[config.mk]
export PLATFORM = sky130hd
export DESIGN_NAME = music_core_top
export DESIGN_NICKNAME = d
export VERILOG_FILES = /design/src/rtl/apb_map_pkg.sv /design/src/rtl/player_pkg.sv /design/src/rtl/player_ctrl.sv /design/src/rtl/codec_sync.sv /design/src/rtl/song_timer.sv /design/src/rtl/song_address.sv /design/src/rtl/sample_shaper.sv /design/src/rtl/music_core_top.sv
export SDC_FILE = /design/constraint.sdc
export NUM_CORES = 1
export LEC_CHECK = 0
export BUFFER_PORTS_ARGS = -buffer_cell sky130_fd_sc_hd__buf_2
export CAP_MARGIN = 5
export CORE_UTILIZATION = 40
export DETAILED_ROUTE_END_ITERATION = 8
export GPL_ROUTABILITY_DRIVEN = 0
export PLACE_DENSITY = 0.63
export SYNTH_ARGS = -nofsm -noshare
export SYNTH_HDL_FRONTEND = slang
export SYNTH_HIERARCHICAL = 1
export SYNTH_SLANG_ARGS = --single-unit
[constraint.sdc]
create_clock -name clock_27mhz -period 22.4 [get_ports clock_27mhz]
set_input_delay 1.12 -clock clock_27mhz [delete_from_list [all_inputs] [get_ports clock_27mhz]]
set_output_delay 1.12 -clock clock_27mhz [all_outputs]
set_load 0.1 [all_outputs]
[src/rtl/apb_map_pkg.sv]
package apb_map_pkg;

   typedef logic [7:0]  apb_addr_t;   // register byte address
   typedef logic [31:0] apb_data_t;   // bus data

   ////////////////////////////////////////////////////////////
   // register map
   ////////////////////////////////////////////////////////////
   localparam apb_addr_t addr_ctrl    = 8'h00;  // write only, command bits
   localparam apb_addr_t addr_song    = 8'h04;  // song number and record mode
   localparam apb_addr_t addr_volume  = 8'h08;
   localparam apb_addr_t addr_limit   = 8'h0C;  // hard limiter setup
   localparam apb_addr_t addr_status  = 8'h10;  // read only
   localparam apb_addr_t addr_address = 8'h14;  // read only, memory address

   // ctrl command bits
   localparam int ctrl_start_bit = 0;
   localparam int ctrl_pause_bit = 1;   // toggles
   localparam int ctrl_stop_bit  = 2;

   // field positions
   localparam int song_record_bit    = 4;
   localparam int limit_enable_bit   = 2;
   localparam int status_paused_bit  = 2;
   localparam int status_done_bit    = 3;  // sticky, start clears it
   localparam int status_seconds_lsb = 8;

endpackage

[src/rtl/player_pkg.sv]
package player_pkg;

   ////////////////////////////////////////////////////////////
   // audio and player types
   ////////////////////////////////////////////////////////////
   typedef logic signed [11:0] sample_t;   // codec sample, two's complement
   typedef logic [4:0]  volume_t;
   typedef logic [3:0]  song_t;
   typedef logic [7:0]  seconds_t;
   typedef logic [18:0] mem_addr_t;        // zbt word address
   typedef logic [1:0]  limit_t;

   // central player fsm
   typedef enum logic [1:0] {
      standby  = 2'd0,
      playback = 2'd1,
      record   = 2'd2
   } player_state_t;

   ////////////////////////////////////////////////////////////
   // constants
   ////////////////////////////////////////////////////////////
   localparam volume_t volume_reset = 5'd8;   // unity gain
   localparam int volume_shift = 3;           // gain is volume / 8

   localparam int song_words_default        = 32768;
   localparam int cycles_per_second_default = 27_000_000;
   localparam int codec_reset_cycles        = 1023;

   // 12 bit full scale
   localparam sample_t sample_max = 12'sd2047;
   localparam sample_t sample_min = -12'sd2048;

   // hard limiter clip levels, by limiter amount
   localparam sample_t limit_threshold [0:3] = '{12'sd1023, 12'sd511, 12'sd255, 12'sd127};

endpackage

[src/rtl/player_ctrl.sv]
`timescale 1ns/1ps

module player_ctrl (
   input  logic                      clock_27mhz,
   input  logic                      reset,
   // apb slave
   input  apb_map_pkg::apb_addr_t    paddr,
   input  logic                      psel,
   input  logic                      penable,
   input  logic                      pwrite,
   input  apb_map_pkg::apb_data_t    pwdata,
   output apb_map_pkg::apb_data_t    prdata,
   output logic                      pready,
   output logic                      pslverr,
   // back from the datapath
   input  logic                      song_done,
   input  player_pkg::seconds_t      seconds,
   input  player_pkg::mem_addr_t     mem_address,
   // player controls
   output player_pkg::player_state_t state,
   output logic                      paused,
   output logic                      start_pulse,
   output player_pkg::song_t         song,
   output player_pkg::volume_t       volume,
   output player_pkg::limit_t        limit_amount,
   output logic                      limit_enable
);
   import apb_map_pkg::*;
   import player_pkg::*;

   logic access;         // apb access phase
   logic addr_known;
   logic addr_readonly;
   logic wr_ok;          // write that lands
   logic cmd_start;
   logic cmd_pause;
   logic cmd_stop;
   logic record_mode;
   logic done_flag;      // sticky song done

   ////////////////////////////////////////////////////////////
   // apb decode
   ////////////////////////////////////////////////////////////
   assign pready = 1'b1;              // zero wait states
   assign access = psel & penable;

   always_comb begin
      addr_known    = 1'b1;
      addr_readonly = 1'b0;
      case (paddr)
         addr_ctrl, addr_song, addr_volume, addr_limit: addr_readonly = 1'b0;
         addr_status, addr_address:                     addr_readonly = 1'b1;
         default:                                       addr_known = 1'b0;
      endcase
   end

   // song may only change while stopped
   assign pslverr = access & (~addr_known | (pwrite & addr_readonly) |
                    (pwrite & (paddr == addr_song) & (state != standby)));
   assign wr_ok   = access & pwrite & ~pslverr;

   assign cmd_start = wr_ok & (paddr == addr_ctrl) & pwdata[ctrl_start_bit];
   assign cmd_pause = wr_ok & (paddr == addr_ctrl) & pwdata[ctrl_pause_bit];
   assign cmd_stop  = wr_ok & (paddr == addr_ctrl) & pwdata[ctrl_stop_bit];

   // register file
   always_ff @(posedge clock_27mhz) begin
      if (reset) begin
         song         <= '0;
         record_mode  <= 1'b0;
         volume       <= volume_reset;
         limit_amount <= '0;
         limit_enable <= 1'b0;
      end else if (wr_ok) begin
         case (paddr)
            addr_song: begin
               song        <= song_t'(pwdata);
               record_mode <= pwdata[song_record_bit];
            end
            addr_volume: volume <= volume_t'(pwdata);
            addr_limit: begin
               limit_amount <= limit_t'(pwdata);
               limit_enable <= pwdata[limit_enable_bit];
            end
            default: ;   // ctrl is command only
         endcase
      end
   end

   ////////////////////////////////////////////////////////////
   // central fsm
   ////////////////////////////////////////////////////////////
   always_ff @(posedge clock_27mhz) begin
      if (reset) begin
         start_pulse <= 1'b0;
         state       <= standby;
         paused      <= 1'b0;
         done_flag   <= 1'b0;
      end else begin
         start_pulse <= cmd_start & (state == standby);  // ignored while running
         if (cmd_stop || song_done) begin
            state  <= standby;
            paused <= 1'b0;
         end else if (start_pulse) begin
            state  <= record_mode ? record : playback;
            paused <= 1'b0;
         end else if (cmd_pause && state != standby) begin
            paused <= ~paused;
         end
         if (song_done) done_flag <= 1'b1;
         else if (start_pulse) done_flag <= 1'b0;
      end
   end

   // read mux, unused bits stay zero
   always_comb begin
      prdata = '0;
      case (paddr)
         addr_song: begin
            prdata[3:0]             = song;
            prdata[song_record_bit] = record_mode;
         end
         addr_volume: prdata[4:0] = volume;
         addr_limit: begin
            prdata[1:0]              = limit_amount;
            prdata[limit_enable_bit] = limit_enable;
         end
         addr_status: begin
            prdata[1:0]                        = state;
            prdata[status_paused_bit]          = paused;
            prdata[status_done_bit]            = done_flag;
            prdata[status_seconds_lsb +: 8]    = seconds;
         end
         addr_address: prdata[18:0] = mem_address;
         default: ;
      endcase
   end

   a_state_legal: assert property (@(posedge clock_27mhz) disable iff (reset)
      state inside {standby, playback, record});

endmodule

[src/rtl/codec_sync.sv]
`timescale 1ns/1ps

module codec_sync (
   input  logic clock_27mhz,
   input  logic reset,
   input  logic codec_ready,     // async, from codec clock domain
   output logic sample_strobe,
   output logic audio_reset_b
);
   import player_pkg::*;

   localparam int delay_w = $clog2(codec_reset_cycles + 1);

   logic [2:0]         ready_sync;    // two sync flops plus edge history
   logic [delay_w-1:0] delay_count;

   ////////////////////////////////////////////////////////////
   // ready synchronizer and edge detect
   ////////////////////////////////////////////////////////////
   always_ff @(posedge clock_27mhz) begin
      if (reset) ready_sync <= '0;
      else ready_sync <= {ready_sync[1:0], codec_ready};
   end

   // one pulse per rising edge
   assign sample_strobe = ready_sync[1] & ~ready_sync[2];

   // hold codec in reset a while after power up
   always_ff @(posedge clock_27mhz) begin
      if (reset) begin
         delay_count   <= '0;
         audio_reset_b <= 1'b0;
      end else if (delay_count == delay_w'(codec_reset_cycles)) begin
         audio_reset_b <= 1'b1;    // counter parks here
      end else begin
         delay_count <= delay_count + 1'b1;
      end
   end

   a_strobe_single: assert property (@(posedge clock_27mhz) disable iff (reset)
      sample_strobe |=> !sample_strobe);

endmodule

[src/rtl/song_timer.sv]
`timescale 1ns/1ps

module song_timer #(
   parameter int cycles_per_second = player_pkg::cycles_per_second_default
) (
   input  logic                      clock_27mhz,
   input  logic                      reset,
   input  logic                      start_pulse,
   input  player_pkg::player_state_t state,
   input  logic                      paused,
   output player_pkg::seconds_t      seconds
);
   import player_pkg::*;

   localparam int tick_w = $clog2(cycles_per_second + 1);
   localparam logic [tick_w-1:0] tick_last = tick_w'(cycles_per_second - 1);

   logic [tick_w-1:0] tick_count;   // cycles into the current second
   logic              running;

   assign running = (state != standby) & ~paused;

   ////////////////////////////////////////////////////////////
   // elapsed time
   ////////////////////////////////////////////////////////////
   always_ff @(posedge clock_27mhz) begin
      if (reset || start_pulse) begin
         tick_count <= '0;
         seconds    <= '0;
      end else if (running) begin
         if (tick_count == tick_last) begin
            tick_count <= '0;
            if (~&seconds) seconds <= seconds + 1'b1;   // stick at 255
         end else begin
            tick_count <= tick_count + 1'b1;
         end
      end
   end

endmodule

[src/rtl/song_address.sv]
`timescale 1ns/1ps

module song_address #(
   parameter int song_words = player_pkg::song_words_default
) (
   input  logic                      clock_27mhz,
   input  logic                      reset,
   input  logic                      start_pulse,
   input  player_pkg::player_state_t state,
   input  logic                      paused,
   input  player_pkg::song_t         song,
   input  logic                      sample_strobe,
   output player_pkg::mem_addr_t     mem_address,
   output logic                      mem_we,
   output logic                      song_done
);
   import player_pkg::*;

   localparam int offset_w = (song_words > 1) ? $clog2(song_words) : 1;
   localparam logic [offset_w-1:0] offset_last = offset_w'(song_words - 1);

   logic [offset_w-1:0] offset;      // word within the song
   logic                running;
   logic                advance;     // strobe that moves the address
   mem_addr_t           song_base;

   assign running = (state != standby) & ~paused;
   assign advance = sample_strobe & running;

   ////////////////////////////////////////////////////////////
   // address generation
   ////////////////////////////////////////////////////////////
   assign song_base   = mem_addr_t'(song) * mem_addr_t'(song_words);
   assign mem_address = song_base + mem_addr_t'(offset);

   // record writes the live sample, a paused recorder writes nothing
   assign mem_we    = advance & (state == record);
   assign song_done = advance & (offset == offset_last);

   always_ff @(posedge clock_27mhz) begin
      if (reset || start_pulse) begin
         offset <= '0;
      end else if (advance) begin
         if (offset == offset_last) offset <= '0;  // wrap, fsm stops us
         else offset <= offset + 1'b1;
      end
   end

   a_offset_range: assert property (@(posedge clock_27mhz) disable iff (reset)
      offset < song_words);

endmodule

[src/rtl/sample_shaper.sv]
`timescale 1ns/1ps

module sample_shaper (
   input  logic                      clock_27mhz,
   input  logic                      reset,
   input  logic                      sample_strobe,
   input  player_pkg::player_state_t state,
   input  player_pkg::sample_t       mem_read_data,
   input  player_pkg::sample_t       codec_in,
   input  player_pkg::volume_t       volume,
   input  player_pkg::limit_t        limit_amount,
   input  logic                      limit_enable,
   output player_pkg::sample_t       sample_out
);
   import player_pkg::*;

   sample_t            source;
   logic signed [17:0] gain_product;   // 12 bit sample times 6 bit signed gain
   logic signed [17:0] gain_scaled;
   sample_t            saturated;
   sample_t            threshold;
   sample_t            limited;

   // memory in playback, live input otherwise
   assign source = (state == playback) ? mem_read_data : codec_in;

   ////////////////////////////////////////////////////////////
   // gain, saturation, limiter
   ////////////////////////////////////////////////////////////
   assign gain_product = source * $signed({1'b0, volume});
   assign gain_scaled  = gain_product >>> volume_shift;

   always_comb begin
      if (gain_scaled > sample_max) saturated = sample_max;
      else if (gain_scaled < sample_min) saturated = sample_min;
      else saturated = sample_t'(gain_scaled);
   end

   assign threshold = limit_threshold[limit_amount];

   always_comb begin
      limited = saturated;
      if (limit_enable) begin
         if (saturated > threshold) limited = threshold;
         else if (saturated < -threshold) limited = -threshold;   // symmetric clip
      end
   end

   // new sample once per strobe
   always_ff @(posedge clock_27mhz) begin
      if (reset) sample_out <= '0;
      else if (sample_strobe) sample_out <= limited;
   end

endmodule

[src/rtl/music_core_top.sv]
`timescale 1ns/1ps

module music_core_top #(
   parameter int song_words        = player_pkg::song_words_default,
   parameter int cycles_per_second = player_pkg::cycles_per_second_default
) (
   input  logic                   clock_27mhz,
   input  logic                   reset,
   // apb slave
   input  apb_map_pkg::apb_addr_t paddr,
   input  logic                   psel,
   input  logic                   penable,
   input  logic                   pwrite,
   input  apb_map_pkg::apb_data_t pwdata,
   output apb_map_pkg::apb_data_t prdata,
   output logic                   pready,
   output logic                   pslverr,
   // codec side
   input  logic                   codec_ready,
   input  player_pkg::sample_t    codec_in,
   output logic                   audio_reset_b,
   output player_pkg::sample_t    sample_out,
   // sample memory
   input  player_pkg::sample_t    mem_read_data,
   output player_pkg::mem_addr_t  mem_address,
   output logic                   mem_we,
   output player_pkg::sample_t    mem_write_data
);
   import player_pkg::*;

   player_state_t state;
   logic          paused;
   logic          start_pulse;
   song_t         song;
   volume_t       volume;
   limit_t        limit_amount;
   logic          limit_enable;
   logic          sample_strobe;   // one per codec sample
   logic          song_done;
   seconds_t      seconds;

   // recording stores the raw codec sample
   assign mem_write_data = codec_in;

   ////////////////////////////////////////////////////////////
   // control
   ////////////////////////////////////////////////////////////
   player_ctrl i_player_ctrl (
      .clock_27mhz  (clock_27mhz),
      .reset        (reset),
      .paddr        (paddr),
      .psel         (psel),
      .penable      (penable),
      .pwrite       (pwrite),
      .pwdata       (pwdata),
      .prdata       (prdata),
      .pready       (pready),
      .pslverr      (pslverr),
      .song_done    (song_done),
      .seconds      (seconds),
      .mem_address  (mem_address),
      .state        (state),
      .paused       (paused),
      .start_pulse  (start_pulse),
      .song         (song),
      .volume       (volume),
      .limit_amount (limit_amount),
      .limit_enable (limit_enable)
   );

   ////////////////////////////////////////////////////////////
   // datapath
   ////////////////////////////////////////////////////////////
   codec_sync i_codec_sync (
      .clock_27mhz   (clock_27mhz),
      .reset         (reset),
      .codec_ready   (codec_ready),
      .sample_strobe (sample_strobe),
      .audio_reset_b (audio_reset_b)
   );

   song_timer #(.cycles_per_second(cycles_per_second)) i_song_timer (
      .clock_27mhz (clock_27mhz),
      .reset       (reset),
      .start_pulse (start_pulse),
      .state       (state),
      .paused      (paused),
      .seconds     (seconds)
   );

   song_address #(.song_words(song_words)) i_song_address (
      .clock_27mhz   (clock_27mhz),
      .reset         (reset),
      .start_pulse   (start_pulse),
      .state         (state),
      .paused        (paused),
      .song          (song),
      .sample_strobe (sample_strobe),
      .mem_address   (mem_address),
      .mem_we        (mem_we),
      .song_done     (song_done)
   );

   sample_shaper i_sample_shaper (
      .clock_27mhz   (clock_27mhz),
      .reset         (reset),
      .sample_strobe (sample_strobe),
      .state         (state),
      .mem_read_data (mem_read_data),
      .codec_in      (codec_in),
      .volume        (volume),
      .limit_amount  (limit_amount),
      .limit_enable  (limit_enable),
      .sample_out    (sample_out)
   );

endmodule

Word level (Yosys, flattened, before mapping)
Cells that the tools add are included.
{ "totals": {"ff_bits": 92, "n_memories": 0, "inputBits": 70, "ram_bits": 0, "latch_bits": 0, "rom_bits": 0} }
{ "op_classes": {"reduce_logical": 16, "n_addsub": 6, "n_shift": 0, "mux": 22, "multipliers": 1, "bitwise_logic": 25, "div": 0, "magnitude_cmp": 5, "n_eq_ne": 10} }
{ "op_table": {"columns": ["cell", "count"], "rows": [
  ["12-bit two-way mux", 8],
  ["25-bit by 1-bit adder with 25-bit output, second input constant", 1],
  ["25-bit equality test, second input constant", 1],
  ["25-bit two-way mux", 1],
  ["12-bit binary-select mux with 2-bit select", 1],
  ["19-bit by 15-bit adder with 19-bit output", 1],
  ["12-bit by 6-bit multiplier with 18-bit output", 1],
  ["1-bit bitwise AND", 17],
  ["8-bit by 4-bit equality test with 1-bit output, second input constant", 2],
  ["8-bit by 5-bit equality test with 1-bit output, second input constant", 2],
  ["8-bit one-hot mux with 2 select lines", 1],
  ["15-bit by 1-bit adder with 15-bit output, second input constant", 1],
  ["15-bit equality test, second input constant", 1],
  ["15-bit by 12-bit greater-than comparator with 1-bit output, second input constant", 1],
  ["15-bit by 12-bit < comparator with 1-bit output, second input constant", 1],
  ["15-bit two-way mux", 1],
  ["3-bit one-hot mux with 5 select lines", 1],
  ["12-bit greater-than comparator", 1],
  ["12-bit < comparator", 1],
  ["12-bit negator", 1],
  ["10-bit by 1-bit adder with 10-bit output, second input constant", 1],
  ["10-bit equality test, second input constant", 1],
  ["8-bit by 1-bit adder with 8-bit output, second input constant", 1],
  ["8-bit by 3-bit equality test with 1-bit output, second input constant", 1],
  ["22 further kinds", 36]
]} }

Longest topological paths before layout
{ "depth": {"ltp_word": 13, "mapped_depth": 30} }

Modules after synthesis
The synthesis kept the hierarchy.
{ "by_module_without_submodules": {"columns": ["mod", "area_each_um2", "seq_area_each_um2", "cells_per_inst", "instances"], "rows": [
  ["sample_shaper", 3484.6, 240.2, 416, 1],
  ["song_timer", 1662.8, 660.6, 186, 1],
  ["player_ctrl", 1281.2, 360.3, 161, 1],
  ["song_address", 810.8, 300.3, 97, 1],
  ["codec_sync", 624.3, 280.3, 62, 1],
  ["music_core_top", 90.1, 0.0, 12, 1]
]} }

Least setup slack after synthesis
No wires, ideal clock.
{ "synth_path": {"path_type": "reg-to-reg", "startpoint": "register i_player_ctrl.state[1]", "endpoint": "register i_sample_shaper.sample_out[7]", "slack_ns": 15.334, "path_stages_with_launch": 29, "setup_ns": 0.070, "period_less_slack_ns": 7.066, "t_arrival_ns": 6.996, "path_cell_list": "dfxtp_1 -> nand2b_1 -> buf_1 -> mux2i_1 -> nor2b_1 -> fa_1 -> fa_1 -> inv_1 -> fa_1 -> inv_1 -> ha_1 -> a21oi_1 -> o211ai_2 -> and2_4 -> o311a_4 -> nor2_2 -> a21oi_2 -> buf_6 -> o21ai_1 -> inv_1 -> ha_1 -> a21oi_1 -> nand2_1 -> or4_1 -> ha_1 -> nand2_1 -> o22ai_1 -> a311o_1 -> a21oi_1"} }
{ "synth_via": {"elab_chain_len": 10} }
{ "synth_lines": {"columns": ["element", "line", "text"], "rows": [
  ["start, declared", "player_ctrl.sv:20", "output player_pkg::player_state_t state,"],
  ["start signal, assigned", "player_ctrl.sv:96", "state <= standby;"],
  ["start signal, assigned", "player_ctrl.sv:102", "state <= standby;"],
  ["start signal, assigned", "player_ctrl.sv:105", "state <= record_mode ? record : playback;"],
  ["2-bit by 1-bit equality test with 1-bit output (*)", "sample_shaper.sv:25", "assign source = (state == playback) ? mem_read_data : codec_in;"],
  ["12-bit two-way mux (*)", "sample_shaper.sv:25", null],
  ["12-bit by 6-bit multiplier with 18-bit output (*)", "sample_shaper.sv:30", "assign gain_product = source * $signed({1'b0, volume});"],
  ["15-bit by 12-bit < comparator with 1-bit output", "sample_shaper.sv:35", "else if (gain_scaled < sample_min) saturated = sample_min;"],
  ["12-bit two-way mux", "sample_shaper.sv:35", null],
  ["12-bit two-way mux (*)", "sample_shaper.sv:34", "if (gain_scaled > sample_max) saturated = sample_max;"],
  ["12-bit < comparator", "sample_shaper.sv:45", "else if (saturated < -threshold) limited = -threshold;"],
  ["12-bit two-way mux", "sample_shaper.sv:45", null],
  ["12-bit two-way mux", "sample_shaper.sv:44", "if (saturated > threshold) limited = threshold;"],
  ["12-bit two-way mux (*)", "sample_shaper.sv:43", "if (limit_enable) begin"],
  ["end signal, assigned", "sample_shaper.sv:52", "else if (sample_strobe) sample_out <= limited;"],
  ["end, declared", "sample_shaper.sv:13", "output player_pkg::sample_t sample_out"]
]} }
Every way passes the cells marked *; elsewhere a longest branch is shown, timed or not.
A chain may end at the register's enable or synchronous reset.

Final worst setup path
Ends and elaborated chain as after synthesis.

==> impl_metrics.yaml <==
finish:
  drive_above_1_share_pct: 18.2
  syn_to_final_growth_pct: 10.3
  nNetsFinal: 1150
  fillers: 1968
  design_area_sq_um: 8770
global_route:
  grt_antenna_before_repair: 2
  grt_pass1_wl_um: 30000
  grt_max_degree: 51
  track_usage_pct: 18.3
  first_global_vias: 6097
  overflow: 0
pwr:
  powerDensity_nw_per_um2: 45.0
  p_leak_uw: 0.00385
  ir_drop_uv: 39.2
synth:
  ys_ff_latch: 92
  synth_compound_gate_area_share_pct: 17.2
  synth_top_cell_area_share_pct: 23.2
  post-synth-top-count-cell: "dfxtp_1"
  ys.flop_type: "dfxtp_1"
  synth_edf_count: 0
  syn_inst: 934
  yosys.area_share.simple_pct: 26.5
  synthDistinctLibCells: 96
  synth.area.top_cells: "dfxtp_1 (23%), fa_1 (9.3%), ha_1 (6.6%)"
  synth_fa_ha_area_share_pct: 15.9
  synth_top_family_by_area: "simple AND/OR/NAND/NOR gates"
  syn_area_sq_um: 7950
  yosysSeqAreaShare_pct: 23.2
  muxShareOfSynthArea_pct: 3.24
  synth_xor_area_share_pct: 4.75
  synthArstFlopShare_pct: 0
  yosys_warnings: 6
  syn_avg_cell_area_sq_um: 8.52
  synth_top_area_cell: "dfxtp_1"
  synth_common_cells: "dfxtp_1 (92), inv_1 (82), nor2_1 (70)"
floorplanning:
  die-height_um: 143
  coreArea_sq_um: 19500
  io_pins: 149
  dieArea_sq_um: 20500
  fp-row-count: 51
  initial_core_util_pct: 40.9
  die_x_um: 143
routing:
  drc: 0
  dr.pass1.iters: 5
  vias: 6762
  wl_per_cell_um: 14.5
  drt_iter0_drc: 402
  ant_nets: 0
  routed_wl_um: 18500
  via_per_inst: 5.32
timing:
  skew_ns: 0.0104
  timing.fmax_mhz: 123
  layout_setup_ws_ns: 14.26
  slew_headroom_pct: 31.0
  setup_viol: 0
  drv_slew: 0
  finalSetupTns_ns: 0
  period_share_pct: 36.3
  worst_slew_pin_slew_ns: 1.03
  hold_viol_final: 0
  post-route-min-period_ns: 8.14
  rsz0062_at_grt: "no"
critical_path:
  reg2regPathDepth: 26
  crit_path_end_kind: "register"
  crit_path_max_fanout: 12
  timing.rr.start: "i_player_ctrl/state[1]"
  startpoint: "i_player_ctrl/state[1]"
  crit_required_ns: 22.67
  worst_setup_path_start_kind: "register"
  rrSetupSlack_ns: 14.26
  critical_path_class: "reg2reg"
  arrival_ns: 8.41
  reg2reg_to: "i_sample_shaper/sample_out[7]"
clocking:
  cts_resized: 0
  postCtsHoldBufs: 0
  ctsLongestPathBuffers: 2
  clock-root-buffer: "clkbuf_16"
  cts_setup_buffers: 0
  clk_pin_slew_ns: 0.07
  cts_buffers: 9
  clk_latency_ns: 0.35
  cts_tree: "yes"
  h-tree-depth: 3
  cts.sinks: 92
status:
  status: "complete, no violations"
place:
  port_buffers: 107
  place_ws_ns: 14.29
  dp_hpwl_um: 14200
  place_area_sq_um: 8460
worst_hold_path:
  hold_class: "reg2reg"
  worstHoldStart: "i_codec_sync/audio_reset_b"
  hold_path_end: "i_codec_sync/audio_reset_b"
  hold_depth: 2
run:
  cap_violations: 0
-- power by group --
part / internal, uW / switching (uW)
combinational: 17.0 / 52.0
sequential: 165 / 1.27
clock: 92.8 / 66.5
total: 275 / 120
-- cells by family after synthesis --
logic type	count (synthesis)
and+or+nand+nor	358
AOI/OAI and AO/OA	191
other	2
DFF	92
xor gates and xnor gates	41
muxes	25
buffers and inverters	146
adders and majority gates	79
-- cells in the final DEF, fill, tap and decap left out, types with 9 or more instances in the layout --
master	count
nor2_1	70
o21ai_0	28
xor2_1	21
and3_1	11
nor3_1	11
fa_1	37
and2_1	12
a22o_1	11
a31oi_1	13
mux2i_1	22
clkbuf_16	9
buf_2	107
ha_1	42
conb_1	14
a211oi_1	9
nand2b_1	11
xnor2_1	19
a21oi_1	51
nand4_1	22
nand3_1	36
dfxtp_1	92
nand2_1	51
nor2b_1	55
inv_1	82
-- metal layers --
metal	track usage (%)	wire length [um]	part of all wire [%]
met1	25.0	8920	48
met5	0	9	0.049
met4	4.02	199	1.1
met2	30.3	8600	47
met3	2.62	729	4.0
-- layout make-up --
class                      instances  area (sq um)  area share (%)
antenna                            1          2.50          0.0285
clock buffer                      11           253            2.88
clock inverter                     5          58.8           0.670
inverter                          82           308            3.51
multi-input combinational        708          5430            61.9
sequential                        92          1840            21.0
tap                              265           332            3.78
timing repair buffer             108           543            6.19
-- how the worst max path moves through the flow --
stage                                                to  slack (ns)  cells past startpoint
final                     i_sample_shaper/sample_out[7]       14.26                     26
after global routing      i_sample_shaper/sample_out[7]       13.79                     26
after CTS                 i_sample_shaper/sample_out[7]       14.26                     26
after detailed placement  i_sample_shaper/sample_out[7]       14.29                     26
after global placement    i_sample_shaper/sample_out[7]       14.40                     26
after floorplan           i_sample_shaper/sample_out[7]       15.33                     28
-- worst max-delay path, stage by stage, from the launching register on --
cell,delay [ns]
dfxtp_1,0.52
nand2b_1,0.73
mux2i_1,0.55
nor2b_1,0.13
fa_1,0.50
fa_1,0.49
inv_1,0.05
fa_1,0.55
inv_1,0.05
ha_1,0.36
a21oi_1,0.28
o211ai_2,0.19
and4_1,0.26
nor4_4,0.32
nor2_2,0.11
a21oi_2,0.45
o21ai_1,0.22
inv_1,0.13
ha_1,0.26
a21oi_1,0.13
nand2_1,0.06
or4_1,0.50
ha_1,0.35
nand2_1,0.27
o22ai_1,0.12
a311o_1,0.36
a21oi_1,0.10
-- metrics by stage --
step	instances	hold slack (ns)	utilization [%]	power, uW
4_1_cts	1271	0.449	45.1	399
2_1_floorplan	946	0.414	-	229
5_1_grt	1271	0.464	45.1	411
3_5_place_dp	1255	0.433	43.5	240
3_3_place_gp	1255	0.427	43.5	239
6_report	1272	0.446	45.1	395
-- registers in the layout, indices dropped and copies added (netlist names), 2 cells and up --
register and count:
i_player_ctrl/state 2, i_song_timer/tick_count 25, i_song_address/offset 15, i_sample_shaper/sample_out 12
i_player_ctrl/song 4, i_player_ctrl/limit_amount 2, i_codec_sync/delay_count 10, i_codec_sync/ready_sync 3
i_song_timer/seconds 8, i_player_ctrl/volume 5
No activity file was read; power rests on OpenSTA's default activity.
